`config.mk`:
```
export PLATFORM = sky130hd
export DESIGN_NAME = exec_unit
export DESIGN_NICKNAME = d
export VERILOG_FILES = /design/src/common/proc_pkg.sv /design/src/core/exec_unit.sv
export SDC_FILE = /design/constraint.sdc
export NUM_CORES = 1
export LEC_CHECK = 0
export BUFFER_PORTS_ARGS = -buffer_cell sky130_fd_sc_hd__buf_2
export CORE_UTILIZATION = 55
export DETAILED_ROUTE_END_ITERATION = 7
export PLACE_DENSITY = 0.77
export REMOVE_ABC_BUFFERS = 1
export SYNTH_ARGS = -nofsm -noshare
export SYNTH_HDL_FRONTEND = slang
export SYNTH_SLANG_ARGS = --single-unit
```
`constraint.sdc`:
```
create_clock -name vclk -period 10.5
set_input_delay 1.05 -clock vclk [all_inputs]
set_output_delay 1.05 -clock vclk [all_outputs]
set_load 0.01 [all_outputs]
```
`src/common/proc_pkg.sv`:
```
/*
 * Shared definitions for the teaching processor: widths, word types,
 * opcode, ALU and state encodings, and the decoded and result structs
 */
package proc_pkg;

    parameter int word_width     = 32;
    parameter int mem_addr_width = 8;
    parameter int reg_addr_width = 5;

    typedef logic [word_width-1:0]     word_t;
    typedef logic [mem_addr_width-1:0] mem_addr_t;
    typedef logic [reg_addr_width-1:0] reg_idx_t;

    // Registers read by syscall
    parameter reg_idx_t reg_v0 = 5'd2;
    parameter reg_idx_t reg_a0 = 5'd4;

    // Primary opcodes in bits 31:26 of the instruction word
    typedef enum logic [5:0] {
        op_arith   = 6'd0,
        op_addi    = 6'd1,
        op_and     = 6'd3,
        op_or      = 6'd4,
        op_andi    = 6'd5,
        op_ori     = 6'd6,
        op_shift   = 6'd7,
        op_lw      = 6'd8,
        op_sw      = 6'd9,
        op_beq     = 6'd10,
        op_bne     = 6'd11,
        op_j       = 6'd16,
        op_slt     = 6'd19,
        op_syscall = 6'd21
    } opcode_e;

    typedef enum logic [2:0] {
        alu_add,
        alu_sub,
        alu_and,
        alu_or,
        alu_sll,
        alu_srl,
        alu_slt
    } alu_op_e;

    // Syscall codes as found in v0
    typedef enum logic [word_width-1:0] {
        sys_display = 1,
        sys_exit    = 2,
        sys_nop     = 3
    } syscall_e;

    typedef enum logic [2:0] {
        st_load,
        st_fetch,
        st_decode,
        st_execute,
        st_mem,
        st_halt
    } cpu_state_e;

    typedef struct packed {
        alu_op_e     alu_op;
        reg_idx_t    rs;
        reg_idx_t    rt;
        reg_idx_t    dest;
        logic [15:0] imm;
        logic [25:0] target;
        logic        is_rtype;
        logic        writes_reg;
        logic        is_load;
        logic        is_store;
        logic        is_branch_eq;
        logic        is_branch_ne;
        logic        is_jump;
        logic        is_syscall;
    } decoded_t;

    typedef struct packed {
        word_t     result;
        logic      branch_taken;
        mem_addr_t mem_addr;
    } exec_result_t;

endpackage
```
`src/core/exec_unit.sv`:
```
/*
 * Execution unit: ALU, branch comparison and load/store address
 */
`timescale 1ns/1ps

module exec_unit (
    input  proc_pkg::decoded_t     dec,
    input  proc_pkg::word_t        rs_data,
    input  proc_pkg::word_t        rt_data,
    output proc_pkg::exec_result_t res
);
    import proc_pkg::*;

    word_t imm_ext;
    word_t op_b;
    word_t addr_sum;

    // Immediates are zero-extended
    assign imm_ext = word_t'(dec.imm);
    assign op_b    = dec.is_rtype ? rt_data : imm_ext;

    // Only the low address bits reach the data memory
    assign addr_sum     = rs_data + imm_ext;
    assign res.mem_addr = addr_sum[mem_addr_width-1:0];

    assign res.branch_taken = (dec.is_branch_eq && (rs_data == rt_data))
                              || (dec.is_branch_ne && (rs_data != rt_data));

    always_comb begin
        case (dec.alu_op)
            alu_add: res.result = rs_data + op_b;
            alu_sub: res.result = rs_data - op_b;
            alu_and: res.result = rs_data & op_b;
            alu_or:  res.result = rs_data | op_b;
            alu_sll: res.result = rs_data << dec.imm[4:0];
            alu_srl: res.result = rs_data >> dec.imm[4:0];
            // Signed compare so that negative values order correctly
            alu_slt: res.result = word_t'($signed(rs_data) < $signed(op_b));
            default: res.result = '0;
        endcase
    end

endmodule

```
==> out/results.ini <==
[outcome]
status = finished clean

[sta]
rsz0062_at_grt = no
finalSetupViolations = 0
maxSlewViolCount = 0
relSlewSlack_pct = 27.1
fmax_mhz = 142
period_minus_slack_ns = 7.02
fin_tns_setup_ns = 0
hold_viol = 0
worst_slack_ns = 3.48
tightestPinTransition_ns = 1.08
post-route-period-util_pct = 66.9

[routing]
viasPerCell = 6.94
drtAntennaViolNets = 0
vias = 10900
wl_per_cell_um = 24.2
first_pass_iters = 6
drt-total-wl_mm = 38.0
drc = 0
drt_iter0_drc = 1826

[die]
initial_utilization_pct = 57.0
die_w_um = 128
core_um2 = 15400
pin_count = 173
die_y_um = 128
core.rowCount = 45
dieArea_um2 = 16500

[synthesis]
syn_avg_cell_area_um2 = 6.74
syn_area_um2 = 8800
synth_area_leader_cell = ha_1
yosysWarnings = 0
synth_cell_types = 78
synth_top_area_share_pct = 17.1
synthCells = 1306
synth_seq_area_share_pct = 0
synth_area_leaders = ha_1, mux2i_1, a21oi_1

[global_route]
antenna_found_initial = 1
grt_pass1_vias = 9542
overflow = 0
grt_pass1_wl_mm = 56.5
grtUsageTotal_pct = 44.9
grt_start_max_net_pins = 89

[place]
port_buffers = 127
gp_congestion = 0.995
dpl.hpwl_mm = 29.7
dp_slack_ns = 3.87

[final_layout]
nFillCells = 1592
final_nets = 1614
drive_gt1_share_pct = 13.9
n_clock_buffer = 0
seq_cell_count = 0
ff_latch_area_um2 = 0
area_delta_synth_final_pct = 7.24

[worst_setup_path]
cp.arrival_ns = 5.97
crit_fanout = 60
required_ns = 9.45
worst-setup-path-type = in2out
endpoint_kind = primary output
startpoint_type = input pin

[clocking]
postCtsSetupRepairBufs = 0
ctsHoldBuffers = 0
postCtsResizedCells = 0

[hold_path]
min_path_type = in2out

[job]
cap_violations = 0

-- worst max-delay path: stages --
cell and delay [ns]:
buf_2 0.08, buf_4 0.51, inv_2 0.53, o21a_1 0.35, ha_1 0.42, nand2b_1 0.12
o311ai_0 0.31, a21oi_1 0.67, a21oi_1 0.33, a21oi_1 0.60, a21oi_1 0.18, a221oi_1 0.37
xor2_1 0.19, o21ai_1 0.07, buf_2 0.17
-- area by class of cell --
class	instances	area, µm²	share of cell area [%]
inverters	102	383	4.06
multi-input cells	1117	8070	85.5
well taps	211	264	2.80
repair buffers	138	718	7.61
diodes	1	2.50	0.0265
-- cells in the final DEF, fill, tap and decap left out, drive strengths merged, types with 6 or more instances in the layout --
| cell | count |
|---|---|
| a211oi | 18 |
| nand4 | 9 |
| o21a | 13 |
| nor3 | 23 |
| nor2 | 132 |
| o31ai | 14 |
| a221oi | 23 |
| a21o | 12 |
| a22oi | 12 |
| o211ai | 30 |
| inv | 102 |
| a21oi | 122 |
| and3 | 6 |
| nor4 | 17 |
| a31oi | 14 |
| nand3 | 28 |
| a311oi | 6 |
| mux2i | 77 |
| nor2b | 14 |
| ha | 120 |
| o221ai | 10 |
| xnor2 | 25 |
| o21bai | 19 |
| buf | 138 |
| or3 | 6 |
| nand2b | 22 |
| o22ai | 8 |
| mux2 | 7 |
| nand2 | 111 |
| xor2 | 43 |
| o21ai | 101 |
| mux4 | 17 |
-- synth_stat cells, types with 3 or more instances --
master	instances
a31oi_1	14
buf_2	17
nand3_1	28
o221ai_1	10
and3_1	6
mux2i_1	77
buf_1	12
a211o_1	5
mux4_2	17
nor3_1	23
xnor2_1	25
a21oi_1	122
nand2_1	111
o31ai_1	12
a21o_1	12
o22ai_1	8
clkbuf_1	54
o211ai_1	29
a221oi_1	23
o41ai_1	3
o21ai_1	7
o2111ai_1	5
o21ai_0	92
a22oi_1	12
nand4_1	9
xor2_1	43
a2111oi_0	4
o21bai_1	18
mux2_2	6
inv_1	96
and2_1	5
a21boi_0	5
nand2b_1	22
fa_1	3
nor2_1	132
nor4_1	17
ha_1	120
a211oi_1	16
nor2b_1	13
or3_1	6
a311oi_1	4
inv_2	6
o311ai_0	4
o21a_1	12
-- path summary, 6_finish.rpt --
check	start	cells past startpoint	end
worst max-delay path	dec[36]	15	res[40]
worst min-delay path	dec[2]	3	res[8]
-- cell families after synthesis --
kind of cell	share of synthesized area, %
xor+xnor	6.77
buf+inv	8.49
mux	14.0
simple gates	20.1
fa+ha+maj	17.7
compound gates	32.9
-- metal layers --
metal / vias up / GRT usage (%) / wire length, µm
li1: 4871 / - / -
met1: 4973 / 63.9 / 15500
met2: 936 / 67.9 / 15700
met3: 116 / 7.15 / 5110
met4: 0 / 15.4 / 1630
met5: - / 0 / 0
-- per-stage QoR --
| step | instance area (µm²) | utilization, % | hold slack (ns) | instances |
|---|---|---|---|---|
| floorplan | 8440 | - | 2.24 | 1219 |
| global placement | 9430 | 61.2 | 2.41 | 1568 |
| detailed placement | 9430 | 61.2 | 2.42 | 1568 |
| CTS | 9430 | 61.2 | 2.42 | 1568 |
| global route | 9430 | 61.2 | 2.43 | 1568 |
| finish | 9440 | 61.2 | 2.41 | 1569 |
