===== src/common/proc_pkg.sv =====
/*
 * Shared definitions for the teaching processor: widths, word types,
 * opcode, ALU and state encodings, and the decoded and result structs
 */
package proc_pkg;

    parameter int word_width     = 32;
    parameter int mem_addr_width = 8;
    parameter int reg_addr_width = 5;

    typedef logic [word_width-1:0]     word_t;
    typedef logic [mem_addr_width-1:0] mem_addr_t;
    typedef logic [reg_addr_width-1:0] reg_idx_t;

    // Registers read by syscall
    parameter reg_idx_t reg_v0 = 5'd2;
    parameter reg_idx_t reg_a0 = 5'd4;

    // Primary opcodes in bits 31:26 of the instruction word
    typedef enum logic [5:0] {
        op_arith   = 6'd0,
        op_addi    = 6'd1,
        op_and     = 6'd3,
        op_or      = 6'd4,
        op_andi    = 6'd5,
        op_ori     = 6'd6,
        op_shift   = 6'd7,
        op_lw      = 6'd8,
        op_sw      = 6'd9,
        op_beq     = 6'd10,
        op_bne     = 6'd11,
        op_j       = 6'd16,
        op_slt     = 6'd19,
        op_syscall = 6'd21
    } opcode_e;

    typedef enum logic [2:0] {
        alu_add,
        alu_sub,
        alu_and,
        alu_or,
        alu_sll,
        alu_srl,
        alu_slt
    } alu_op_e;

    // Syscall codes as found in v0
    typedef enum logic [word_width-1:0] {
        sys_display = 1,
        sys_exit    = 2,
        sys_nop     = 3
    } syscall_e;

    typedef enum logic [2:0] {
        st_load,
        st_fetch,
        st_decode,
        st_execute,
        st_mem,
        st_halt
    } cpu_state_e;

    typedef struct packed {
        alu_op_e     alu_op;
        reg_idx_t    rs;
        reg_idx_t    rt;
        reg_idx_t    dest;
        logic [15:0] imm;
        logic [25:0] target;
        logic        is_rtype;
        logic        writes_reg;
        logic        is_load;
        logic        is_store;
        logic        is_branch_eq;
        logic        is_branch_ne;
        logic        is_jump;
        logic        is_syscall;
    } decoded_t;

    typedef struct packed {
        word_t     result;
        logic      branch_taken;
        mem_addr_t mem_addr;
    } exec_result_t;

endpackage

===== src/core/reg_file.sv =====
/*
 * 32-entry register file with two read ports, one write port and
 * fixed taps on v0 and a0 for syscalls; register 0 reads zero
 */
`timescale 1ns/1ps

module reg_file (
    input  logic               clk,
    input  logic               arst_n,
    input  proc_pkg::reg_idx_t rs,
    input  proc_pkg::reg_idx_t rt,
    output proc_pkg::word_t    rs_data,
    output proc_pkg::word_t    rt_data,
    input  logic               we,
    input  proc_pkg::reg_idx_t waddr,
    input  proc_pkg::word_t    wdata,
    output proc_pkg::word_t    v0_data,
    output proc_pkg::word_t    a0_data
);
    import proc_pkg::*;

    word_t regs [2**reg_addr_width];

    always_ff @(posedge clk or negedge arst_n) begin
        if (!arst_n) begin
            for (int i = 0; i < 2**reg_addr_width; i++) begin
                regs[i] <= '0;
            end
        end else if (we && (waddr != '0)) begin
            // Register 0 is never written, so it keeps its reset zero
            regs[waddr] <= wdata;
        end
    end

    assign rs_data = regs[rs];
    assign rt_data = regs[rt];
    assign v0_data = regs[reg_v0];
    assign a0_data = regs[reg_a0];

endmodule


===== config.mk =====
export PLATFORM = sky130hd
export DESIGN_NAME = reg_file
export DESIGN_NICKNAME = d
export VERILOG_FILES = /design/src/common/proc_pkg.sv /design/src/core/reg_file.sv
export SDC_FILE = /design/constraint.sdc
export NUM_CORES = 2
export LEC_CHECK = 0
export BUFFER_PORTS_ARGS = -buffer_cell sky130_fd_sc_hd__buf_2
export CAP_MARGIN = 30
export CELL_PAD_IN_SITES_DETAIL_PLACEMENT = 0
export CELL_PAD_IN_SITES_GLOBAL_PLACEMENT = 2
export CORE_ASPECT_RATIO = 1.5
export CORE_MARGIN = 8
export CORE_UTILIZATION = 44
export DETAILED_ROUTE_END_ITERATION = 7
export GPL_TIMING_DRIVEN = 0
export PLACE_DENSITY = 0.9
export SLEW_MARGIN = 0
export SYNTH_ARGS = -nofsm -noshare
export SYNTH_HDL_FRONTEND = slang
export SYNTH_SLANG_ARGS = --single-unit

===== constraint.sdc =====
create_clock -name clk -period 1.9 [get_ports clk]
set_clock_uncertainty 0.2 [all_clocks]
set_input_delay 0.095 -clock clk [delete_from_list [all_inputs] [get_ports clk]]
set_output_delay 0.095 -clock clk [all_outputs]
set_load 0.01 [all_outputs]

==> qor.yml <==
peakVddDrop_v: 0.000838
syn_area_per_cell_um2: 12.1
die_w_um: 308
wl_per_cell_um: 31.8
end_kind: "output pin"
fp.dieH_um: 455
place.gp.congestion: 0.972
syn-num-nets: 4715
port_buffers: 175
clock_sinks: 1024
path_max_fanout: 10
crit_required_ps: 1600
outcome: "finished, violations left"
area_growth_pct: 18.3
synth_warnings: 0
layout-drive-gt1-share_pct: 37.8
most-common-layout-cells: "mux2i_1 (1,021), dfrtp_1 (1,021), mux2_2 (953), buf_2 (226), nand2_1 (207)"
cts_buffers: 103
start_kind: "input pin"
viasPerCell: 5.92
min_path_type: "in -> async"
drc: 0
placement_rows: 161
ios: 178
synth_seq_cells: 1024
worst_slack_ps: -653
ys_types: 28
setup_viol: 268
post_dp_cell_area_um2: 60000
clkLatencyLatePin_ps: 710
cts_buffer_depth: 3
fin_crit_sh_pct: 134
root_buffer: "clkbuf_16"
fin_nets: 5139
cap_violations: 0
worstSetupPathType: "in -> out"
leakage_nw: 31.7
hpwl_um: 169000
cts.clk_slew.worst_paths_ps: 60
track_usage_pct: 30.6
die_area_um2: 140000
core-area_um2: 128000
grt_pass1_vias: 42300
worst_pin_slew_ps: 1020
ant_nets: 0
clock.fmax_mhz: 392
htreeDepth: 3
start_util_pct: 44.1
slew_headroom_pct: 31.8
drt_pass1_iterations: 7
wirelength_um: 219000
tritoncts: "done"
grt-ovfl-total: 0
synth_area_um2: 56400
grt_pass1_wl_um: 307000
antenna_found_initial: 10
violations: "hold timing, setup timing"
rsz0062_at_grt: "yes"
finalCriticalPeriod_ps: 2550
hold_violations: 415
cp.arrival_ps: 2260
dr_total_vias: 40800
drt-initial-drc-count: 3324
power_density_nw_per_um2: 1010
synthCells: 4665
total_power_mw: 67.2
drv_slew: 0
synth.yosys.seq_area_share_pct: 45.4
fin_area_um2: 66700
hold_slack_ps: -855
grt_max_degree: 164
kinds of logic after synthesis:
| logic type | after synthesis | share of synthesized area [%] |
|---|---|---|
| buffers and inverters | 537 | 5.31 |
| AND/OR/NAND/NOR | 512 | 4.36 |
| flip-flops | 1024 | 45.4 |
| AO/OA/AOI/OAI | 576 | 6.95 |
| multiplexers | 2016 | 38.0 |
per-stage QoR:
| stage | hold slack [ps] | setup slack (ps) | setup TNS (ps) | util [%] | std cells |
|---|---|---|---|---|---|
| after floorplan | -401 | 266 | 0 | - | 4665 |
| after global placement | 214 | -21940 | - | 46.5 | 6551 |
| after detailed placement | -41.4 | -1500 | -634450 | 46.9 | 6579 |
| after CTS | -820 | -662 | -41610 | 51.7 | 6869 |
| after global routing | -782 | -639 | -48010 | 52.2 | 6889 |
| final | -855 | -653 | -53350 | 52.2 | 6892 |
what timing repair did:
action | CTS | global route
hold endpoints to repair | 1364 | 419
hold buffers | 38 | 4
gates cloned | 2 | 2
setup buffers | 59 | 13
setup endpoints to repair | 230 | 537
pin swaps | 117 | 85
gates resized for setup | 398 | 84
where the power goes:
part	total (mW)	leakage (nW)	internal (mW)	switching, mW
combinational	15.4	16.8	7.68	7.71
sequential	29.2	13.1	26.0	3.22
clock	22.6	1.82	13.3	9.33
total	67.2	31.7	46.9	20.3
Yosys cell counts:
library cell,n,share of area (%)
a21oi_1,192,1.7
buf_4,128,1.7
nand3_1,194,1.7
nor3b_1,1,0.013
nand2b_1,4,0.044
nor3b_2,3,0.067
a22o_1,128,2.0
nor2b_1,4,0.044
mux2i_1,1024,18
nand2_1,210,1.4
mux2_1,39,0.78
dfrtp_1,1024,45
nor3_1,65,0.58
mux2_2,953,19
nand3b_1,4,0.053
clkbuf_1,224,1.5
and2_1,2,0.022
a22oi_1,192,2.6
or2_2,3,0.033
and3b_1,1,0.016
buf_6,48,0.96
nor2_4,16,0.32
or3b_4,1,0.020
nor2_1,3,0.020
buf_2,111,0.98
and3_1,1,0.011
buf_1,26,0.17
a31oi_1,64,0.71
final timing paths:
check | end | slack (ps) | start | cells after the start
worst min-delay path | regs[212] | -860 | arst_n | 1
max in group asynchronous | regs[21] | 450 | arst_n | 3
min in group clk | a0_data[31] | -20 | waddr[4] | 4
worst max register to register | a0_data[29] | 650 | a0_data[29] | 3
worst min register to register | regs[1008] | 280 | regs[1008] | 1
worst max-delay path | rt_data[9] | -650 | rt[4] | 7
metal layers:
layer  global-route usage, %  vias to the layer above  part of all wire [%]
met5                       0                        -                 0.012
met4                    23.0                        4                   9.0
met3                    3.74                      515                   5.5
met2                    49.9                     1404                    47
met1                    37.0                    21000                    39
li1                        -                    17900                     -
state kept, by name (all words and copies together), names as in the netlist:
| register | count |
|---|---|
| regs | 960 |
| a0_data | 32 |
| v0_data | 32 |
layout make-up:
cell class	instances	area [um2]
Antenna cell	5	12.5
Buffer	535	3360
Clock buffer	148	3040
Clock inverter	44	642
Fill cell	11300	61200
Multi-Input combinational cell	3104	29100
Sequential cell	1024	25600
Tap cell	1711	2140
Timing Repair Buffer	321	2800
critical path, cell delays in order:
cell      delay, ps
buf_2           130
nand2_1         510
clkbuf_1        680
a21oi_1          90
nand3_1         300
nand3_2         240
buf_6           190
Note: power is estimated with default switching activity, not from simulation.
