### src/common/proc_pkg.sv
/*
 * Shared definitions for the teaching processor: widths, word types,
 * opcode, ALU and state encodings, and the decoded and result structs
 */
package proc_pkg;

    parameter int word_width     = 32;
    parameter int mem_addr_width = 8;
    parameter int reg_addr_width = 5;

    typedef logic [word_width-1:0]     word_t;
    typedef logic [mem_addr_width-1:0] mem_addr_t;
    typedef logic [reg_addr_width-1:0] reg_idx_t;

    // Registers read by syscall
    parameter reg_idx_t reg_v0 = 5'd2;
    parameter reg_idx_t reg_a0 = 5'd4;

    // Primary opcodes in bits 31:26 of the instruction word
    typedef enum logic [5:0] {
        op_arith   = 6'd0,
        op_addi    = 6'd1,
        op_and     = 6'd3,
        op_or      = 6'd4,
        op_andi    = 6'd5,
        op_ori     = 6'd6,
        op_shift   = 6'd7,
        op_lw      = 6'd8,
        op_sw      = 6'd9,
        op_beq     = 6'd10,
        op_bne     = 6'd11,
        op_j       = 6'd16,
        op_slt     = 6'd19,
        op_syscall = 6'd21
    } opcode_e;

    typedef enum logic [2:0] {
        alu_add,
        alu_sub,
        alu_and,
        alu_or,
        alu_sll,
        alu_srl,
        alu_slt
    } alu_op_e;

    // Syscall codes as found in v0
    typedef enum logic [word_width-1:0] {
        sys_display = 1,
        sys_exit    = 2,
        sys_nop     = 3
    } syscall_e;

    typedef enum logic [2:0] {
        st_load,
        st_fetch,
        st_decode,
        st_execute,
        st_mem,
        st_halt
    } cpu_state_e;

    typedef struct packed {
        alu_op_e     alu_op;
        reg_idx_t    rs;
        reg_idx_t    rt;
        reg_idx_t    dest;
        logic [15:0] imm;
        logic [25:0] target;
        logic        is_rtype;
        logic        writes_reg;
        logic        is_load;
        logic        is_store;
        logic        is_branch_eq;
        logic        is_branch_ne;
        logic        is_jump;
        logic        is_syscall;
    } decoded_t;

    typedef struct packed {
        word_t     result;
        logic      branch_taken;
        mem_addr_t mem_addr;
    } exec_result_t;

endpackage
### src/core/instr_decoder.sv
/*
 * Instruction decoder: splits the IR into fields and sets the ALU
 * operation and the instruction class flags
 */
`timescale 1ns/1ps

module instr_decoder (
    input  proc_pkg::word_t    ir,
    output proc_pkg::decoded_t dec
);
    import proc_pkg::*;

    // Function codes of the arithmetic group
    localparam logic [5:0] funct_add = 6'd0;
    localparam logic [5:0] funct_sub = 6'd1;

    opcode_e opcode;

    assign opcode = opcode_e'(ir[31:26]);

    always_comb begin
        // Anything not listed below falls through as a harmless no-op
        dec        = '0;
        dec.alu_op = alu_add;
        dec.rs     = ir[25:21];
        dec.rt     = ir[20:16];
        dec.dest   = ir[20:16];
        dec.imm    = ir[15:0];
        dec.target = ir[25:0];

        case (opcode)
            op_arith: begin
                dec.is_rtype = 1'b1;
                dec.dest     = ir[15:11];
                if (ir[5:0] == funct_add) begin
                    dec.writes_reg = 1'b1;
                end else if (ir[5:0] == funct_sub) begin
                    dec.alu_op     = alu_sub;
                    dec.writes_reg = 1'b1;
                end
            end
            op_and, op_or, op_slt: begin
                dec.is_rtype   = 1'b1;
                dec.dest       = ir[15:11];
                dec.writes_reg = 1'b1;
                dec.alu_op     = (opcode == op_and) ? alu_and
                               : (opcode == op_or)  ? alu_or : alu_slt;
            end
            op_addi: begin
                dec.writes_reg = 1'b1;
            end
            op_andi: begin
                dec.alu_op     = alu_and;
                dec.writes_reg = 1'b1;
            end
            op_ori: begin
                dec.alu_op     = alu_or;
                dec.writes_reg = 1'b1;
            end
            op_shift: begin
                // Immediate bit 15 picks srl, the low 5 bits give the amount
                dec.alu_op     = ir[15] ? alu_srl : alu_sll;
                dec.writes_reg = 1'b1;
            end
            op_lw: begin
                dec.is_load    = 1'b1;
                dec.writes_reg = 1'b1;
            end
            op_sw:      dec.is_store     = 1'b1;
            op_beq:     dec.is_branch_eq = 1'b1;
            op_bne:     dec.is_branch_ne = 1'b1;
            op_j:       dec.is_jump      = 1'b1;
            op_syscall: dec.is_syscall   = 1'b1;
            default: ;
        endcase
    end

endmodule

### config.mk
export PLATFORM = sky130hd
export DESIGN_NAME = instr_decoder
export DESIGN_NICKNAME = d
export VERILOG_FILES = /design/src/common/proc_pkg.sv /design/src/core/instr_decoder.sv
export SDC_FILE = /design/constraint.sdc
export NUM_CORES = 1
export LEC_CHECK = 0
export ABC_AREA = 1
export BUFFER_PORTS_ARGS = -buffer_cell sky130_fd_sc_hd__buf_2
export CAP_MARGIN = 30
export CELL_PAD_IN_SITES_DETAIL_PLACEMENT = 1
export CELL_PAD_IN_SITES_GLOBAL_PLACEMENT = 1
export CORE_ASPECT_RATIO = 1.75
export CORE_MARGIN = 2
export CORE_UTILIZATION = 16
export DETAILED_ROUTE_END_ITERATION = 16
export PLACE_DENSITY_LB_ADDON = 0.1
export SLEW_MARGIN = 40
export SYNTH_ARGS = -nofsm -noshare
export SYNTH_HDL_FRONTEND = slang
export SYNTH_SLANG_ARGS = --single-unit
### constraint.sdc
create_clock -name vclk -period 0.9
set_input_delay 0.18 -clock vclk [all_inputs]
set_output_delay 0.18 -clock vclk [all_outputs]
set_load 0.01 [all_outputs]
==> metrics.cfg <==
[outcome]
status=complete, but fails checks
violations=setup timing

[critical_path]
criticalPathCategory=primary input to output pin
end_kind=output pin
crit_start=ir[28]
crit_path_max_fanout=6
cp_top_family=simple AND/OR/NAND/NOR gates
cpMaxStageDelayCell=nor2_4
required_ns=0.72
critPathArrivalTime_ns=1.04
slowest_delay_ns=0.18
cp-start-kind=primary input
worst_path_most_repeated_cell=nor2_4
cp_num_buf_inv=2
path_cells=buf_8 -> nor2_4 -> nand3_2 -> nand2_4 -> nor2_4 -> nand2_1 -> nand2_2 -> buf_6

[timing]
rsz0062_at_grt=true
tns_ns=-4.15
worstMarginPinSlew_ns=0.211
fin_crit_sh_pct=136
hold_slack_ns=0.360
max-slew-margin-rel_pct=85.8
final-hold-violation-count=0
setup_slack_ns=-0.324
fin_crit_ns=1.22
setup_viol=16
finalMaxSlewViolations=0
fmax_mhz=817

[placement]
dp_hpwl_um=2050
io_buffer_count=70
gp_congestion=0.710

[global_routing]
grt_max_degree=7
grt_pass1_wl_um=3370
grt_util_met2_pct=17.9
antenna_found_initial=0
grt_pass1_vias=739
grt.overflow.total=0
use_met1_pct=8.73
grt.met3_usage_pct=0.968
top_usage_layer=met2
grtUsageTotal_pct=8.58

[hold_path]
hold_class=primary input to output pin
min_from=ir[9]

[die]
core_um2=4360
initial_core_util_pct=16.5
chipHeight_um=92.6
ioPinCount=100
die_area_um2=5060
placementRows=32
die_w_um=54.6

[pwr]
powerDensity_nw_per_um2=439
p_comb_share_pct=100.0
leakage_nw=0.570
p_sw_uw=231
swShare_pct=50.9
pwr-share-clk_pct=0
pwr-share-seq_pct=0
p_int_uw=223
peakVddDrop_mv=0.130

[synth]
ys_warn_count=0
synthesis.nets=147
syn-mean-instance-area_um2=6.25
synthCells=115
synth_area_um2=718
seq_area_frac_synth_pct=0
ys_types=16

[cells_and_area]
fin_nets=182
seqCellArea_um2=0
fillers=556
drive_gt1_share_pct=79.7
n_antenna_cell=0
synthToLayoutAreaGrowth_pct=43.9
clockBufferCount=0
seq_cell_count=0

[routing]
ant_nets=0
via_count=766
routed_wl_um=2240
viasPerCell=3.85
drt_iter0_drc=3
drc=0
wl_per_cell_um=11.2
drt_first_pass_iters=3

[job]
maxCapViolations=0

==> cell families (layout without fill, tap and decap cells) <==
family	count (synthesis)	after routing	share of synthesized area, %
simple gates	45	45	33.3
buf+inv	61	94	59.1
compound gates	9	9	7.67
==> power groups by stage <==
stage / registers (mW) / logic (mW) / clock network (mW)
after floorplan: 0 / 0.349 / 0
after global placement: 0 / 0.393 / 0
after detailed placement: 0 / 0.393 / 0
after CTS: 0 / 0.449 / 0
after global routing: 0 / 0.501 / 0
final: 0 / 0.453 / 0
==> cell type report <==
| class | instances | area [um^2] | area share (%) |
|---|---|---|---|
| Inverter | 9 | 36.3 | 3.51 |
| Timing Repair Buffer | 85 | 551 | 53.3 |
| Tap cell | 51 | 63.8 | 6.17 |
| Multi-Input combinational cell | 54 | 383 | 37.0 |
==> stage by stage <==
step                cells  total power, mW  instance area (um^2)  worst slack, ns  utilization [%]
floorplan             115            0.349                   776          -0.0871                -
global placement      197            0.393                   897           -0.408             20.6
detailed placement    197            0.393                   897           -0.430             20.6
CTS                   199            0.449                  1010           -0.333             23.1
global route          199            0.501                  1030           -0.397             23.7
finish                199            0.453                  1030           -0.324             23.7
==> timing repair <==
action | in CTS | in global routing
pin swaps | 11 | 3
setup endpoints to repair | 16 | 16
hold buffers | 0 | 0
resized for setup | 23 | 8
setup buffers | 2 | 0
==> synth_stat cells (2+ instances only) <==
cell type,count,area [um^2]
o21ai_0,5,25.0
buf_4,52,390
nor2_2,2,12.5
nand3_2,4,40.0
nand2_1,17,63.8
inv_1,8,30.0
o21ai_2,2,17.5
nor2_1,13,48.8
nor4_1,2,12.5
nand2_4,2,22.5
nor3_1,2,10.0
nor2_4,2,22.5
==> layout by cell type (no fill, tap or decap) <==
cell type	n
a21oi_1	1
buf_2	59
buf_4	13
buf_6	10
buf_8	3
inv_1	5
inv_2	3
inv_4	1
nand2_1	11
nand2_2	6
nand2_4	3
nand3_2	3
nand3_4	1
nor2_1	7
nor2_2	5
nor2_4	5
nor3_2	2
nor4_2	1
nor4_4	1
o211ai_1	1
o21ai_0	5
o21ai_2	2
==> per-layer routing <==
layer | wire [um] | vias to the layer above
met5 | 0 | -
met4 | 0 | 0
met3 | 210 | 0
met2 | 1300 | 57
met1 | 722 | 338
li1 | - | 371
==> worst paths after layout <==
path | to | slack, ns | cells past startpoint
min | dec[17] | 0.36 | 0
max | dec[54] | -0.32 | 8
Power figures use the tool's default switching activity.
