**config.mk**
```make
export PLATFORM = sky130hd
export DESIGN_NAME = program_loader
export DESIGN_NICKNAME = d
export VERILOG_FILES = /design/src/common/proc_pkg.sv /design/src/source/program_loader.sv
export SDC_FILE = /design/constraint.sdc
export NUM_CORES = 1
export LEC_CHECK = 0
export BUFFER_PORTS_ARGS = -buffer_cell sky130_fd_sc_hd__buf_4
export CORE_ASPECT_RATIO = 0.8
export CORE_MARGIN = 1.5
export CORE_UTILIZATION = 39
export DETAILED_ROUTE_END_ITERATION = 8
export PLACE_DENSITY = 0.83
export RECOVER_POWER = 100
export SYNTH_ARGS = -nofsm -noshare
export SYNTH_HDL_FRONTEND = slang
export SYNTH_SLANG_ARGS = --single-unit
export TNS_END_PERCENT = 5
```
**constraint.sdc**
```tcl
create_clock -name clk -period 2.4 [get_ports clk]
set_input_delay 0.24 -clock clk [delete_from_list [all_inputs] [get_ports clk]]
set_output_delay 0.24 -clock clk [all_outputs]
set_load 0.02 [all_outputs]
```
**src/common/proc_pkg.sv**
```systemverilog
/*
 * Shared definitions for the teaching processor: widths, word types,
 * opcode, ALU and state encodings, and the decoded and result structs
 */
package proc_pkg;

    parameter int word_width     = 32;
    parameter int mem_addr_width = 8;
    parameter int reg_addr_width = 5;

    typedef logic [word_width-1:0]     word_t;
    typedef logic [mem_addr_width-1:0] mem_addr_t;
    typedef logic [reg_addr_width-1:0] reg_idx_t;

    // Registers read by syscall
    parameter reg_idx_t reg_v0 = 5'd2;
    parameter reg_idx_t reg_a0 = 5'd4;

    // Primary opcodes in bits 31:26 of the instruction word
    typedef enum logic [5:0] {
        op_arith   = 6'd0,
        op_addi    = 6'd1,
        op_and     = 6'd3,
        op_or      = 6'd4,
        op_andi    = 6'd5,
        op_ori     = 6'd6,
        op_shift   = 6'd7,
        op_lw      = 6'd8,
        op_sw      = 6'd9,
        op_beq     = 6'd10,
        op_bne     = 6'd11,
        op_j       = 6'd16,
        op_slt     = 6'd19,
        op_syscall = 6'd21
    } opcode_e;

    typedef enum logic [2:0] {
        alu_add,
        alu_sub,
        alu_and,
        alu_or,
        alu_sll,
        alu_srl,
        alu_slt
    } alu_op_e;

    // Syscall codes as found in v0
    typedef enum logic [word_width-1:0] {
        sys_display = 1,
        sys_exit    = 2,
        sys_nop     = 3
    } syscall_e;

    typedef enum logic [2:0] {
        st_load,
        st_fetch,
        st_decode,
        st_execute,
        st_mem,
        st_halt
    } cpu_state_e;

    typedef struct packed {
        alu_op_e     alu_op;
        reg_idx_t    rs;
        reg_idx_t    rt;
        reg_idx_t    dest;
        logic [15:0] imm;
        logic [25:0] target;
        logic        is_rtype;
        logic        writes_reg;
        logic        is_load;
        logic        is_store;
        logic        is_branch_eq;
        logic        is_branch_ne;
        logic        is_jump;
        logic        is_syscall;
    } decoded_t;

    typedef struct packed {
        word_t     result;
        logic      branch_taken;
        mem_addr_t mem_addr;
    } exec_result_t;

endpackage
```
**src/source/program_loader.sv**
```systemverilog
/*
 * Load-phase writer: instructions go up from address 0, data words go
 * down from the top of the data memory; the instruction count is kept
 */
`timescale 1ns/1ps

module program_loader #(
    parameter int mem_depth = 256
) (
    input  logic                clk,
    input  logic                arst_n,
    input  logic                load_en,
    input  proc_pkg::word_t     load_word,
    input  logic                load_to_data,
    output logic                imem_we,
    output proc_pkg::mem_addr_t imem_waddr,
    output logic                dmem_we,
    output proc_pkg::mem_addr_t dmem_waddr,
    output proc_pkg::word_t     wdata,
    output proc_pkg::mem_addr_t prog_len
);
    import proc_pkg::*;

    mem_addr_t inst_cnt;
    mem_addr_t data_cnt;

    // One word is taken on every clock of the load phase
    assign imem_we    = load_en && !load_to_data;
    assign dmem_we    = load_en && load_to_data;
    assign imem_waddr = inst_cnt;
    assign dmem_waddr = data_cnt;
    assign wdata      = load_word;

    // The next free instruction slot equals the program length
    assign prog_len = inst_cnt;

    always_ff @(posedge clk or negedge arst_n) begin
        if (!arst_n) begin
            inst_cnt <= '0;
            data_cnt <= mem_addr_t'(mem_depth - 1);
        end else begin
            if (imem_we) begin
                inst_cnt <= inst_cnt + 1'b1;
            end
            if (dmem_we) begin
                data_cnt <= data_cnt - 1'b1;
            end
        end
    end

    // A wrapped count would turn a full memory into an empty program
    assert property (@(posedge clk) disable iff (!arst_n)
        imem_we |=> inst_cnt != '0);

endmodule

```
==> impl_metrics.toml, run 1 <==
[synthesis]
synth-seq-area-share = 0.403
avgSynthCellArea_sq_um = 10.3
synthCells = 99
yosysWarnings = 0
synth_top_area_frac = 0.295
syn_area_sq_um = 1020
synthTopCellsByArea = "buf_4, dfstp_2, dfrtp_1"
synth_top_area_cell = "buf_4"
ys_types = 24
syn-num-nets = 137
ys_seq_elements = 16

[timing]
finalSetupViolations = 0
fin_crit_sh = 0.576
fmax_mhz = 724
slew_viol_final = 0
hold_viol = 0
fin_tns_setup_ns = 0
skew_ns = 0.00303
fin_crit_ns = 1.38
max_slew_margin = 0.420
tightest_slew_ns = 0.870
rsz0062_at_grt = "no"

[final_layout]
mostFrequentLayoutCells = "clkbuf_1, buf_4, dfstp_1, dfrtp_1"
final_common_cell = "clkbuf_1"
num-nets-final = 131
final_layout_size_suffix_gt1_frac = 0.152
n_antenna_cell = 0
area_delta_synth_final_pct = -9.21

[die]
core-area_sq_um = 2460
row_count = 16
initial_core_util = 0.414
pin_count = 94
die_y_microns = 48.7
die-area_sq_um = 2930
die_w_microns = 60.1

[clocking]
path_clk_slew_ns = 0.09
cts_made_buffers = 3
cts.path.max_buffers = 2
cts_setup_buffers = 0
cts-htree-levels = 1
cts-root-buf = "clkbuf_4"
cts_tree = "done"
cts-hold-fix-buffers = 1
clkSinkCount = 16
cts-resized-gates = 0
clkLatencyLatePin_ns = 0.29

[critical_path]
rr_worst_depth = 3
critPathRequiredTime_ns = 2.62
crit_fanout = 5
crit_type = "reg2reg"
crit_arrival_ns = 1.60
end_kind = "register"
cp-start-kind = "register"

[route]
drtIter0Drc = 2
ant_nets = 0
wl_mm = 1.74
post_drt_wl_per_cell_microns = 13.6
via_per_inst = 4.63
first_pass_iters = 2
drc = 0
routed-via-count = 592

[power_and_ir_drop]
vdd_drop_max_v = 0.000374
p_total_w = 0.00127
cellPowerDensity_nw_per_um2 = 1380
p_leak_nw = 0.400

[global_route]
antenna_found_initial = 0
grt_max_degree = 17
grt_pass1_vias = 608
gr-total-overflow = 0
grt_pass1_wl_mm = 2.77
track_usage = 0.127

[min_path]
min_path_cells = 4
hold_class = "in2reg"

[place]
io_buffers = 29
hpwl_mm = 1.35
gp_congestion = 0.699

[run_status]
outcome = "finished clean"

[job]
cap_viol_max_count = 0
==> cell families after synthesis <==
family | Yosys count | synth area share
xor gates and xnor gates | 13 | 0.112
muxes | 1 | 0.0111
AOI/OAI and AO/OA | 1 | 0.00491
buffers and inverters | 44 | 0.311
and+or+nand+nor | 22 | 0.134
adders and majority gates | 2 | 0.0246
DFF | 16 | 0.403
==> cells in the mapped netlist <==
cell type   n
and4b_1     1
nand4_1     3
buf_4      40
xnor2_1     7
xor2_1      6
and3_1      1
mux2_1      1
nand3_1     1
nor3_2      1
dfrtp_1     8
nor2_1      2
nor4_1      2
or3_4       1
nand2_1     6
dfstp_2     8
ha_1        2
nand4b_1    1
nand2_2     1
o21ai_1     1
or4_4       1
nor2b_1     1
inv_2       1
buf_2       1
inv_1       2
==> critical path: stages, from the launching register on <==
cell,delay (ns)
dfstp_1,0.42
or4_4,0.53
nor3_1,0.18
xor2_1,0.18
==> metal layers <==
metal / track usage / share of wire / vias up / wire length (microns)
met5: 0 / 0 / - / 0
met3: 0.0642 / 0.12 / 16 / 211
met4: 0.0741 / 0.033 / 0 / 58
met2: 0.176 / 0.44 / 34 / 766
met1: 0.154 / 0.40 / 277 / 701
li1: - / - / 265 / -
==> sequential cells by signal, indices dropped and copies added (netlist names) <==
signal      count
imem_waddr      8
dmem_waddr      8
==> final cells by class <==
cell class / count / area (sq um)
fillers: 286 / 1540
inverters: 3 / 11.3
well taps: 36 / 45.0
multi-input cells: 39 / 279
clock buffers: 4 / 26.3
flip-flops and latches: 16 / 410
repair buffers: 30 / 153
==> path summary, 6_finish.rpt <==
kind,start,to,slack [ns]
min in group asynchronous,arst_n,imem_waddr[7],0.58
max reg2reg,dmem_waddr[4],dmem_waddr[7],1.02
max,dmem_waddr[4],dmem_waddr[7],1.02
min,load_en,dmem_waddr[2],0.25
max in group asynchronous,arst_n,imem_waddr[1],1.29
min reg2reg,imem_waddr[7],imem_waddr[7],0.50
==> where the power goes <==
group          switching, W  leakage [nW]  internal (W)
Combinational      0.000359         0.202      0.000212
Sequential         0.000141         0.183      0.000413
Clock             0.0000841        0.0150     0.0000646
==> metrics by stage <==
| stage | worst slack (ns) | std cells | util | area, sq um | hold slack [ns] |
|---|---|---|---|---|---|
| 6_report | 1.02 | 128 | 0.376 | 925 | 0.248 |
| 5_1_grt | 0.933 | 128 | 0.376 | 925 | 0.272 |
| 4_1_cts | 1.08 | 128 | 0.411 | 1010 | 0.243 |
| 3_5_place_dp | 1.10 | 123 | 0.396 | 976 | 0.111 |
| 3_3_place_gp | 1.14 | 123 | 0.396 | 976 | 0.104 |
| 2_1_floorplan | 1.12 | 99 | - | 1020 | -0.0556 |
Power figures use the tool's default switching activity.
==> inputs of run 2 (changes only) <==
--- a/config.mk
+++ b/config.mk
@@ -5,12 +5,13 @@
 export SDC_FILE = /design/constraint.sdc
 export NUM_CORES = 1
 export LEC_CHECK = 0
+export ABC_AREA = 1
 export BUFFER_PORTS_ARGS = -buffer_cell sky130_fd_sc_hd__buf_4
 export CORE_ASPECT_RATIO = 0.8
 export CORE_MARGIN = 1.5
-export CORE_UTILIZATION = 39
+export CORE_UTILIZATION = 38
 export DETAILED_ROUTE_END_ITERATION = 8
-export PLACE_DENSITY = 0.83
+export PLACE_DENSITY = 0.79
 export RECOVER_POWER = 100
 export SYNTH_ARGS = -nofsm -noshare
 export SYNTH_HDL_FRONTEND = slang
==> constraint.sdc (replaced) <==
create_clock -name clk -period 1.35 [get_ports clk]
set_input_delay 0.135 -clock clk [delete_from_list [all_inputs] [get_ports clk]]
set_output_delay 0.135 -clock clk [all_outputs]
set_load 0.02 [all_outputs]
==> run 2 against run 1 <==
Effect of this change: flip-flop and latch count did not move; first-iteration DRC count rose to 18 times the previous value; critical path depth decreased by 2; clock power increased by 110%; power grew 90%; cell count increased by 29%; register-to-register slack worse by 0.87 ns; synthesized area rose by 9.1%; count of clock-buffer cells in the layout unchanged; sequential power up 76%; non-clock buffer count did not move.
==> impl_metrics.toml, run 2 <==
[route]
via_per_inst = 4.34
first_pass_iters = 4
drtIter0Drc = 36
routed-via-count = 716
post_drt_wl_per_cell_microns = 11.6
wl_mm = 1.92
ant_nets = 0
drc = 0

[synthesis]
synth_xor_area_frac = 0.0552
ys_types = 21
synth_enable_flop_cells = 0
synthMuxAreaShare = 0
synth-seq-area-share = 0.369
synth_top_area_frac = 0.270
synth_top_family_by_area = "buffers and inverters"
avgSynthCellArea_sq_um = 8.35
synth_compound_area_frac = 0.00901
synth_top_area_cell = "buf_4"
synthTopCellsByArea = "buf_4, dfstp_2, dfrtp_1"
syn_area_sq_um = 1110
synth.most_common_cell = "buf_4"
ys.flop_type = "dfstp_2"
syn-num-nets = 171
synthArstFlopShare = 1.00
synth-simple-area-share = 0.216
yosysWarnings = 0
ys_seq_elements = 16
synthCells = 133
yosys.area_share.adder = 0.0225
yosys-top-cells-count = "buf_4, nand2_1, inv_1"

[place]
dp_cells = 160
hpwl_mm = 1.49
gp_congestion = 0.780
dpl_worst_slack_ns = 0.165
io_buffers = 29

[critical_path]
crit_type = "reg2out"
critPathMaxStageDelay_ns = 0.64
cp-start-kind = "register"
crit_arrival_ns = 1.10
path_buf_inv = 1
critPathSlowestCell = "dfstp_1"
end_kind = "primary output"
critPathRequiredTime_ns = 1.22
critical_path.top_delay_family = "flip-flops"
path_cells = "buf_4"
crit_fanout = 5

[clocking]
clkSinkCount = 16
cts.path.max_buffers = 2
cts-root-buf = "clkbuf_4"
cts_tree = "done"
path_clk_slew_ns = 0.09
cts_setup_buffers = 0
clkLatencyLatePin_ns = 0.28
cts-htree-levels = 1
cts_made_buffers = 3

[final_layout]
area_delta_synth_final_pct = -6.31
num-nets-final = 166
final_cells = 165
final_common_cell = "nand2_1"
fillers = 300
n_antenna_cell = 0
mostFrequentLayoutCells = "nand2_1, clkbuf_1, inv_1"
final_layout_size_suffix_gt1_frac = 0.165

[timing]
setup_slack_ns = 0.110
max_slew_margin = 0.435
fin_tns_setup_ns = 0
fmax_mhz = 807
finalSetupViolations = 0
rsz0062_at_grt = "no"
slew_viol_final = 0
hold_viol = 0
fin_crit_ns = 1.24
fin_crit_sh = 0.918
whs_ns = 0.250
tightest_slew_ns = 0.848
skew_ns = 0.00658

[die]
die_y_microns = 51.4
initial_core_util = 0.402
pin_count = 94
core-area_sq_um = 2770
row_count = 17
die-area_sq_um = 3260
die_w_microns = 63.5

[global_route]
grt_max_degree = 17
grt_pass1_wl_mm = 3.02
grt_pass1_vias = 673
track_usage = 0.121
gr-total-overflow = 0
antenna_found_initial = 0

[run_status]
outcome = "finished clean"

[power_and_ir_drop]
cellPowerDensity_nw_per_um2 = 2330
vdd_drop_max_v = 0.000702
p_total_w = 0.00242
p_leak_nw = 0.514

[job]
cap_viol_max_count = 0

[min_path]
hold_class = "in2reg"
-- run 2: cell types whose count changed in the layout (fill, tap and decap cells not counted), moves of 3 or more --
cell      delta
xnor2_1      -6
nor2_1       +5
nand2_1     +23
nand3b_1     +4
clkbuf_1     -3
inv_1       +12
-- run 2: path summary, 6_finish.rpt --
check                         startpoint       endpoint  slack (ns)  depth (start not counted)
max reg2reg                imem_waddr[0]  imem_waddr[6]        0.15                          6
min reg2reg                dmem_waddr[7]  dmem_waddr[7]        0.50                          2
min in group asynchronous         arst_n  imem_waddr[7]        0.46                          2
min                              load_en  imem_waddr[1]        0.25                          4
max                        dmem_waddr[2]  dmem_waddr[2]        0.11                          1
max in group asynchronous         arst_n  imem_waddr[2]        0.36                          2
-- run 2: layer usage --
layer / track usage / up-vias / routed length [microns]
li1: - / 349 / -
met1: 0.125 / 316 / 748
met2: 0.200 / 39 / 914
met3: 0.0771 / 12 / 215
met4: 0.0471 / 0 / 39
met5: 0 / - / 0
-- run 2: final cells by class --
class                           count  area (sq um)  area share
Sequential cell                    16           410       0.394
Multi-Input combinational cell     60           323       0.310
Timing Repair Buffer               30           160       0.154
Inverter                           17          63.8      0.0613
Tap cell                           38          47.5      0.0457
Clock buffer                        4          36.3      0.0349
-- run 2: kinds of logic (layout without fill, tap and decap cells) --
| family | count (synthesis) | count (layout) |
|---|---|---|
| compound gates | 2 | 2 |
| xor+xnor | 7 | 7 |
| fa+ha+maj | 2 | 2 |
| simple gates | 49 | 49 |
| buf+inv | 57 | 51 |
| flops | 16 | 16 |
-- run 2: metrics by stage --
stage                     area [sq um]  utilization
final                             1040        0.376
after global placement            1080        0.389
after floorplan                   1110            -
after CTS                         1120        0.406
after detailed placement          1080        0.389
after global routing              1040        0.376
-- run 2: where the power goes --
part | total, W | switching, W | internal, W
logic | 0.00114 | 0.000757 | 0.000380
clock network | 0.000311 | 0.000147 | 0.000164
registers | 0.000973 | 0.000240 | 0.000733
-- run 2: timing repair --
action	CTS	global route
gates resized for setup	0	0
hold buffers	1	0
hold endpoints to repair	16	0
