File: src/common/proc_pkg.sv
/*
 * Shared definitions for the teaching processor: widths, word types,
 * opcode, ALU and state encodings, and the decoded and result structs
 */
package proc_pkg;

    parameter int word_width     = 32;
    parameter int mem_addr_width = 8;
    parameter int reg_addr_width = 5;

    typedef logic [word_width-1:0]     word_t;
    typedef logic [mem_addr_width-1:0] mem_addr_t;
    typedef logic [reg_addr_width-1:0] reg_idx_t;

    // Registers read by syscall
    parameter reg_idx_t reg_v0 = 5'd2;
    parameter reg_idx_t reg_a0 = 5'd4;

    // Primary opcodes in bits 31:26 of the instruction word
    typedef enum logic [5:0] {
        op_arith   = 6'd0,
        op_addi    = 6'd1,
        op_and     = 6'd3,
        op_or      = 6'd4,
        op_andi    = 6'd5,
        op_ori     = 6'd6,
        op_shift   = 6'd7,
        op_lw      = 6'd8,
        op_sw      = 6'd9,
        op_beq     = 6'd10,
        op_bne     = 6'd11,
        op_j       = 6'd16,
        op_slt     = 6'd19,
        op_syscall = 6'd21
    } opcode_e;

    typedef enum logic [2:0] {
        alu_add,
        alu_sub,
        alu_and,
        alu_or,
        alu_sll,
        alu_srl,
        alu_slt
    } alu_op_e;

    // Syscall codes as found in v0
    typedef enum logic [word_width-1:0] {
        sys_display = 1,
        sys_exit    = 2,
        sys_nop     = 3
    } syscall_e;

    typedef enum logic [2:0] {
        st_load,
        st_fetch,
        st_decode,
        st_execute,
        st_mem,
        st_halt
    } cpu_state_e;

    typedef struct packed {
        alu_op_e     alu_op;
        reg_idx_t    rs;
        reg_idx_t    rt;
        reg_idx_t    dest;
        logic [15:0] imm;
        logic [25:0] target;
        logic        is_rtype;
        logic        writes_reg;
        logic        is_load;
        logic        is_store;
        logic        is_branch_eq;
        logic        is_branch_ne;
        logic        is_jump;
        logic        is_syscall;
    } decoded_t;

    typedef struct packed {
        word_t     result;
        logic      branch_taken;
        mem_addr_t mem_addr;
    } exec_result_t;

endpackage
File: src/core/control_fsm.sv
/*
 * Instruction sequencer: fetch, decode and execute states, PC and IR,
 * register write-back, stores, halt and the display strobe
 */
`timescale 1ns/1ps

module control_fsm (
    input  logic                   clk,
    input  logic                   arst_n,
    input  logic                   start,
    input  proc_pkg::mem_addr_t    prog_len,
    output proc_pkg::mem_addr_t    imem_raddr,
    input  proc_pkg::word_t        imem_rdata,
    output proc_pkg::word_t        ir,
    input  proc_pkg::decoded_t     dec,
    input  proc_pkg::exec_result_t res,
    input  proc_pkg::word_t        rt_data,
    input  proc_pkg::word_t        v0_data,
    input  proc_pkg::word_t        a0_data,
    output proc_pkg::mem_addr_t    dmem_raddr,
    output proc_pkg::mem_addr_t    dmem_waddr,
    output logic                   dmem_we,
    output proc_pkg::word_t        dmem_wdata,
    input  proc_pkg::word_t        dmem_rdata,
    output logic                   rf_we,
    output proc_pkg::reg_idx_t     rf_waddr,
    output proc_pkg::word_t        rf_wdata,
    output logic                   in_load,
    output logic                   done,
    output logic                   display_valid,
    output proc_pkg::word_t        display_data
);
    import proc_pkg::*;

    cpu_state_e state;
    mem_addr_t  pc;
    mem_addr_t  pc_next;

    // Branch offsets wrap inside the 8-bit address space, so the low
    // immediate bits are enough even for backward branches
    always_comb begin
        if (res.branch_taken) begin
            pc_next = pc + mem_addr_t'(1) + dec.imm[mem_addr_width-1:0];
        end else if (dec.is_jump) begin
            pc_next = dec.target[mem_addr_width-1:0];
        end else begin
            pc_next = pc + mem_addr_t'(1);
        end
    end

    // The PC addresses instruction memory all the time
    assign imem_raddr = pc;
    assign in_load    = (state == st_load);

    // Loads and stores share the address from the execution unit
    assign dmem_raddr = res.mem_addr;
    assign dmem_waddr = res.mem_addr;
    assign dmem_wdata = rt_data;
    assign dmem_we    = (state == st_execute) && dec.is_store;

    // lw writes back one state later, when the memory word is ready
    assign rf_we    = ((state == st_execute) && dec.writes_reg && !dec.is_load)
                      || (state == st_mem);
    assign rf_waddr = dec.dest;
    assign rf_wdata = (state == st_mem) ? dmem_rdata : res.result;

    always_ff @(posedge clk or negedge arst_n) begin
        if (!arst_n) begin
            state         <= st_load;
            pc            <= '0;
            done          <= 1'b0;
            display_valid <= 1'b0;
        end else begin
            display_valid <= 1'b0;
            case (state)
                st_load: begin
                    if (start) begin
                        state <= st_fetch;
                    end
                end
                st_fetch: begin
                    // Running off the end of the program halts the core
                    if (pc == prog_len) begin
                        done  <= 1'b1;
                        state <= st_halt;
                    end else begin
                        state <= st_decode;
                    end
                end
                st_decode: begin
                    state <= st_execute;
                end
                st_execute: begin
                    if (dec.is_load) begin
                        state <= st_mem;
                    end else begin
                        pc    <= pc_next;
                        state <= st_fetch;
                        if (dec.is_syscall) begin
                            case (v0_data)
                                sys_display: display_valid <= 1'b1;
                                sys_exit: begin
                                    done  <= 1'b1;
                                    state <= st_halt;
                                end
                                sys_nop: ;
                                default: ;
                            endcase
                        end
                    end
                end
                st_mem: begin
                    pc    <= pc_next;
                    state <= st_fetch;
                end
                st_halt: begin
                    state <= st_halt;
                end
                default: begin
                    state <= st_halt;
                end
            endcase
        end
    end

    // IR is caught in decode since the instruction memory read takes a clock
    always_ff @(posedge clk) begin
        if (state == st_decode) begin
            ir <= imem_rdata;
        end
        if ((state == st_execute) && dec.is_syscall && (v0_data == word_t'(sys_display))) begin
            display_data <= a0_data;
        end
    end

    // The strobe follows the execute state of a syscall and carries the a0 read there
    assert property (@(posedge clk) disable iff (!arst_n)
        display_valid |-> ($past(state) == st_execute) && (display_data == $past(a0_data)));

    // Once halted the core stays halted until reset and shows nothing more
    assert property (@(posedge clk) disable iff (!arst_n)
        done |=> done && !display_valid);

endmodule

File: config.mk
export PLATFORM = sky130hd
export DESIGN_NAME = control_fsm
export DESIGN_NICKNAME = d
export VERILOG_FILES = /design/src/common/proc_pkg.sv /design/src/core/control_fsm.sv
export SDC_FILE = /design/constraint.sdc
export NUM_CORES = 1
export LEC_CHECK = 0
export BUFFER_PORTS_ARGS = -buffer_cell sky130_fd_sc_hd__buf_2
export CAP_MARGIN = 20
export CORE_AREA = 2 2 170 172
export DETAILED_ROUTE_END_ITERATION = 8
export DIE_AREA = 0 0 172 174
export PLACE_DENSITY = 0.44
export SKIP_CTS_REPAIR_TIMING = 1
export SLEW_MARGIN = 30
export SYNTH_ARGS = -nofsm -noshare
export SYNTH_HDL_FRONTEND = slang
export SYNTH_SLANG_ARGS = --single-unit
File: constraint.sdc
create_clock -name clk -period 6.25 [get_ports clk]
set_input_delay 0.625 -clock clk [delete_from_list [all_inputs] [get_ports clk]]
set_output_delay 0.625 -clock clk [all_outputs]
set_load 0.005 [all_outputs]
==> results of run 1 <==
-- through the flow --
stage	std cells	total power [mW]
2_1_floorplan	320	0.626
3_3_place_gp	946	0.678
3_5_place_dp	946	0.679
4_1_cts	962	1.25
5_1_grt	962	1.28
6_report	963	1.22
-- critical path: stages, from the launching register on --
cell and delay, ns:
dfrtp_1 0.56, and3b_1 0.41, nand3_1 0.18, nor3_2 0.40
and4b_1 0.70, buf_4 0.38
-- worst min-delay path by stage --
stage | slack [ns] | to
2_1_floorplan | 0.33 | display_valid
3_3_place_gp | 0.54 | done
3_5_place_dp | 0.54 | done
4_1_cts | 0.22 | state[1]
5_1_grt | 0.23 | state[1]
6_report | 0.20 | imem_raddr[4]
-- power by group through the flow --
| stage | clock, mW | sequential, mW | combinational (mW) |
|---|---|---|---|
| global placement | 0 | 0.567 | 0.111 |
| floorplan | 0 | 0.567 | 0.0586 |
| CTS | 0.584 | 0.556 | 0.113 |
| global route | 0.602 | 0.555 | 0.123 |
| finish | 0.553 | 0.556 | 0.110 |
| detailed placement | 0 | 0.567 | 0.112 |
-- layout make-up --
type | count | area share
Timing Repair Buffer | 304 | 0.256
Clock buffer | 9 | 0.0377
Tap cell | 384 | 0.0805
Clock inverter | 7 | 0.0138
Sequential cell | 77 | 0.376
Antenna cell | 1 | 0.000419
Multi-Input combinational cell | 178 | 0.233
Inverter | 3 | 0.00189
-- cells by family after synthesis --
logic type,count (synthesis),share of synthesized area
AOI/OAI and AO/OA,46,0.0753
xor gates and xnor gates,16,0.0377
adders and majority gates,10,0.0325
buffers and inverters,65,0.111
DFF,77,0.550
muxes,35,0.0956
and+or+nand+nor,71,0.0983
-- layout by cell type, fill, tap and decap left out, types with 2 or more instances in the layout --
| cell | n |
|---|---|
| mux2_2 | 32 |
| o211ai_1 | 6 |
| ha_1 | 9 |
| buf_2 | 301 |
| nand4_1 | 4 |
| inv_6 | 2 |
| a21oi_1 | 8 |
| nand3_1 | 7 |
| nor3_1 | 4 |
| nor4_1 | 7 |
| xnor2_1 | 11 |
| a21o_1 | 4 |
| nor2b_1 | 2 |
| xor2_1 | 4 |
| edfxtp_1 | 64 |
| or2_2 | 2 |
| a31oi_1 | 3 |
| nor3b_1 | 2 |
| clkbuf_16 | 9 |
| a211oi_1 | 4 |
| nand2_1 | 13 |
| a211o_1 | 2 |
| o31ai_1 | 2 |
| clkinvlp_4 | 2 |
| nand2b_1 | 6 |
| o21ai_0 | 8 |
| o21bai_1 | 4 |
| and2_1 | 2 |
| nor2_1 | 12 |
| buf_4 | 3 |
| mux2i_1 | 3 |
| dfrtp_1 | 13 |
| inv_1 | 3 |
-- synth_stat cells, types with 7 or more instances --
| cell type | number |
|---|---|
| a21oi_1 | 8 |
| buf_4 | 53 |
| dfrtp_1 | 13 |
| edfxtp_1 | 64 |
| ha_1 | 9 |
| mux2_2 | 32 |
| nand2_1 | 13 |
| nand3_1 | 7 |
| nor2_1 | 12 |
| nor4_1 | 7 |
| o21ai_0 | 8 |
| xnor2_1 | 11 |
-- flip-flops by register name (all words and copies together), names as in the netlist --
register / count
display_data: 32
ir: 32
display_valid: 1
done: 1
state: 3
imem_raddr: 8
-- layer usage --
metal / track usage / vias to the layer above
met3: 0.0225 / 58
met1: 0.106 / 1520
li1: - / 1645
met2: 0.148 / 179
met5: 0 / -
met4: 0.0448 / 0
==> flow_summary.toml, run 1 <==
[power]
swShare = 0.230
switchingPower_mw = 0.281
power_density_nw_per_um2 = 204
seqPwrFrac = 0.456
pwr-share-comb = 0.091
ir_drop_uv = 109
leakage_nw = 2.62
p_int_mw = 0.939
p_clk_frac = 0.454

[cts]
clk_pin_slew_ns = 0.07
cts_buffer_depth = 2
cts_sinks = 77
numCtsBuffers = 9
cts_tree = "done"
root_buffer = "clkbuf_16"
clk_latency_ns = 0.34
htree_num_levels = 3

[floorplanning]
fp.dieH_um = 174
row_count = 62
die_w_um = 172
core_area_um2 = 28200
initial_utilization = 0.145
die-area_um2 = 29900
io_pins = 442

[final_layout]
multi_input_area_um2 = 1390
syn_to_final_growth_pct = 46.1
drive_gt1_frac = 0.621
stdcell_area_um2 = 5970
postLayoutCoreUtil = 0.211
n_fill_cell = 3166
final_nets = 863
ff_latch_area_um2 = 2250

[route]
top_layer = "met4"
drc = 0
route.met3.wl_um = 1410
dr.pass1.iters = 4
wl_per_cell_um = 15.0
antenna_left = 0
vias_per_cell = 3.53
dr_total_vias = 3402
wl_met2_um = 6690
m1WireLength_um = 5930
drt_wl_total_um = 14500
drtIter0Drc = 105

[placement]
preCtsSetupSlack_ns = 3.04
dp_hpwl_um = 11800
post_dp_cell_area_um2 = 5660
port_buffers = 301
place_congestion = 0.710

[synthesis]
synth_edf_count = 64
ys.flop_type = "edfxtp_1"
yosysTopAreaCellShare = 0.470
synth_fp_nets = 610
yosysTopAreaCell = "edfxtp_1"
syn_inst = 320
seq_area_frac_synth = 0.550
ys_async_sr_fraction = 0.169
yosys-top-cells-area = "edfxtp_1 (47%), buf_4 (9.7%), mux2_2 (8.8%)"
syn_area_per_cell_um2 = 12.8
syn-cell-area_um2 = 4090
ys_types = 48
synth-seq-cells = 77
yosys_warnings = 0

[grt]
grt_pass1_vias = 3308
grt_pass1_wl_um = 19600
grt_antenna_before_repair = 1
grt_max_degree = 36
grt_overflow = 0
grt_use_total = 0.0890

[timing]
tightest_slew_ns = 0.720
setup_violations = 0
fin_crit_ns = 2.97
period_share = 0.476
fmax_mhz = 336
rsz0062_at_grt = "no"
fin_skew_ns = 0.0142
layout_setup_ws_ns = 3.28
slew_violations = 0
tns_ns = 0
worst_slew_margin_rel = 0.520
holdWs_ns = 0.204
hold_violations = 0

[setup_path]
ff2ff_path_depth = 5
ff2ff_setup_slack_ns = 3.28
critical_path_peak_fanout = 19
crit_required_ns = 6.27
cp-startpoint = "state[1]"
r2r_start = "state[1]"
critPathCaptureType = "flop"
r2r-end = "display_data[13]"
critPathLaunchType = "flop"
crit_type = "flop to flop"
critPathArrivalTime_ns = 2.99
crit_path_end = "display_data[13]"

[hold_path]
min_path_type = "primary input to async pin"

[flow_run]
cap_violations = 0

[status]
status = "complete, no violations"
Note: power is estimated with default switching activity, not from simulation.
==> inputs of run 2 (changes only) <==
--- a/config.mk
+++ b/config.mk
@@ -5,12 +5,13 @@
 export SDC_FILE = /design/constraint.sdc
 export NUM_CORES = 1
 export LEC_CHECK = 0
+export ABC_AREA = 1
 export BUFFER_PORTS_ARGS = -buffer_cell sky130_fd_sc_hd__buf_2
 export CAP_MARGIN = 20
-export CORE_AREA = 2 2 170 172
+export CORE_AREA = 2 2 171 173
 export DETAILED_ROUTE_END_ITERATION = 8
-export DIE_AREA = 0 0 172 174
-export PLACE_DENSITY = 0.44
+export DIE_AREA = 0 0 173 175
+export PLACE_DENSITY = 0.43
 export SKIP_CTS_REPAIR_TIMING = 1
 export SLEW_MARGIN = 30
 export SYNTH_ARGS = -nofsm -noshare
==> constraint.sdc (replaced) <==
create_clock -name clk -period 2.9 [get_ports clk]
set_input_delay 0.29 -clock clk [delete_from_list [all_inputs] [get_ports clk]]
set_output_delay 0.29 -clock clk [all_outputs]
set_load 0.005 [all_outputs]
==> run 2 against run 1 <==
Against the previous run: design area rose by 2.1%; worst hold slack worse by 0.092 ns; clock power up 110%; sequential share of layout area shrank 0.76 points; wire length grew 6.1%; global-route usage rose by 0.84 points; sequential power increased to 2.8 times the previous value; critical path depth is 11 higher; register-to-register slack got worse by 2.7 ns; largest cell class unchanged; largest power group is now combinational logic.
==> flow_summary.toml, run 2 <==
[status]
status = "complete, no violations"

[hold_path]
min_path_type = "primary input to flop"
min_from = "imem_rdata[7]"

[cts]
clk_latency_ns = 0.35
cts_tree = "done"
root_buffer = "clkbuf_16"
cts_buffer_depth = 2
htree_num_levels = 3
clk_pin_slew_ns = 0.07
numCtsBuffers = 9
cts_sinks = 77

[synthesis]
yosys-top-cells-area = "edfxtp_1 (46%), nand2_1 (14%), buf_4 (9.6%)"
syn-cell-area_um2 = 4160
yosysTopAreaCellShare = 0.463
ys.flop_type = "edfxtp_1"
syn_inst = 452
yosys_warnings = 0
ys_types = 32
seq_area_frac_synth = 0.541
synth.most_common_cell = "nand2_1"
synth_fp_nets = 742
synth_commonest_cells = "nand2_1 (151), edfxtp_1 (64), buf_4 (53)"
ys_async_sr_fraction = 0.169
synth-seq-cells = 77
synth_edf_count = 64
syn_area_per_cell_um2 = 9.19
yosysTopAreaCell = "edfxtp_1"

[timing]
fin_skew_ns = 0.0119
rsz0062_at_grt = "no"
hold_violations = 0
slew_violations = 0
tightest_slew_ns = 0.446
worst_slew_margin_rel = 0.703
period_share = 0.791
fin_crit_ns = 2.29
fmax_mhz = 436
tns_ns = 0
setup_violations = 0

[floorplanning]
io_pins = 442
core_area_um2 = 28400
initial_utilization = 0.146
row_count = 62
die-area_um2 = 30300
fp.dieH_um = 175
die_w_um = 173

[grt]
grt_max_degree = 34
grt_overflow = 0
grt_pass1_wl_um = 22100
grt_antenna_before_repair = 0
grt_pass1_vias = 3763
grt_use_total = 0.0974

[setup_path]
critPathArrivalTime_ns = 2.59
critical_path_peak_fanout = 6
r2r_start = "imem_raddr[1]"
critPathCaptureType = "flop"
crit_required_ns = 3.19
critPathLaunchType = "flop"
crit_type = "flop to flop"
cp-startpoint = "imem_raddr[1]"

[route]
dr.pass1.iters = 4
drc = 0
vias_per_cell = 3.50
dr_total_vias = 3843
drt_wl_total_um = 15300
drtIter0Drc = 182
antenna_left = 0
wl_per_cell_um = 14.0

[final_layout]
postLayoutCoreUtil = 0.215
final_common_cell = "buf_2"
n_fill_cell = 3182
drive_gt1_frac = 0.466
final_cell_mix = "buf_2 (301), nand2_1 (151), edfxtp_1 (64)"
syn_to_final_growth_pct = 46.6
stdcell_area_um2 = 6090
n_antenna_cell = 0
final_nets = 1000

[placement]
dp_hpwl_um = 12800
post_dp_cell_area_um2 = 5780
port_buffers = 301
place_congestion = 0.780

[power]
power_mw = 4.32
ir_drop_uv = 338
leakage_nw = 2.96
power_density_nw_per_um2 = 709

[flow_run]
cap_violations = 0
## run 2: cell types whose count changed after synthesis, sizes merged, moves of 4 or more
cell / previous run / this run
nand3: 7 / 16
a211oi: 4 / 0
nand2b: 6 / 0
mux2: 32 / 0
nor2: 12 / 50
nand2: 13 / 151
inv: 3 / 34
nor4: 7 / 0
## run 2: final cells by class
type / count / area, um2 / area share
Inverter: 34 / 128 / 0.0209
Clock inverter: 6 / 72.6 / 0.0119
Clock buffer: 10 / 229 / 0.0376
Multi-Input combinational cell: 278 / 1350 / 0.221
Tap cell: 384 / 480 / 0.0789
Timing Repair Buffer: 310 / 1590 / 0.261
Sequential cell: 77 / 2250 / 0.369
## run 2: worst paths after layout
check                           endpoint  slack, ns  cells after the start
setup / recovery           imem_raddr[6]       0.61                     16
setup reg to reg           imem_raddr[6]       0.61                     16
max in group asynchronous  display_valid       2.23                      2
hold reg to reg                     done       0.46                      1
hold / removal                     ir[7]       0.11                      1
min in group asynchronous  imem_raddr[2]       0.40                      2
## run 2: kinds of logic after synthesis
| logic type | count (synthesis) | synth area share |
|---|---|---|
| AO/OA/AOI/OAI | 31 | 0.0467 |
| XOR/XNOR | 12 | 0.0253 |
| adder cells (fa/ha/maj) | 10 | 0.0319 |
| buffers and inverters | 97 | 0.140 |
| flip-flops | 77 | 0.541 |
| AND/OR/NAND/NOR | 225 | 0.216 |
## run 2: routing by layer
layer,up-vias,GRT usage,part of all wire,routed length [um]
met3,58,0.0283,0.080,1220
met4,0,0.0551,0.037,567
met1,1668,0.115,0.41,6350
met5,-,0,0,0
met2,190,0.159,0.47,7210
li1,1927,-,-,-
## run 2: worst max-delay path, cell delays in order, from the launching register on
cell	delay, ns
dfrtp_1	0.48
ha_1	0.23
nand2_1	0.09
nor2_1	0.16
inv_1	0.07
nand2_1	0.08
inv_1	0.04
ha_1	0.32
nand2_1	0.09
inv_1	0.04
o21ai_0	0.06
nand3_1	0.11
nand2_1	0.07
nand2_1	0.04
o21ai_0	0.22
nand2_1	0.08
nand2_1	0.06
## run 2: power by group
part / internal [mW] / switching, mW / total (mW)
logic: 0.701 / 0.943 / 1.64
clock network: 0.676 / 0.478 / 1.15
registers: 1.39 / 0.136 / 1.53
total: 2.77 / 1.56 / 4.32
## run 2: per-stage QoR
step                worst slack, ns  hold WS, ns  cells
floorplan                     0.180     -0.00559    452
global placement              0.590        0.250   1082
detailed placement            0.600        0.247   1082
CTS                           0.579       -0.141   1098
global route                  0.298       0.0984   1099
finish                        0.606        0.112   1099
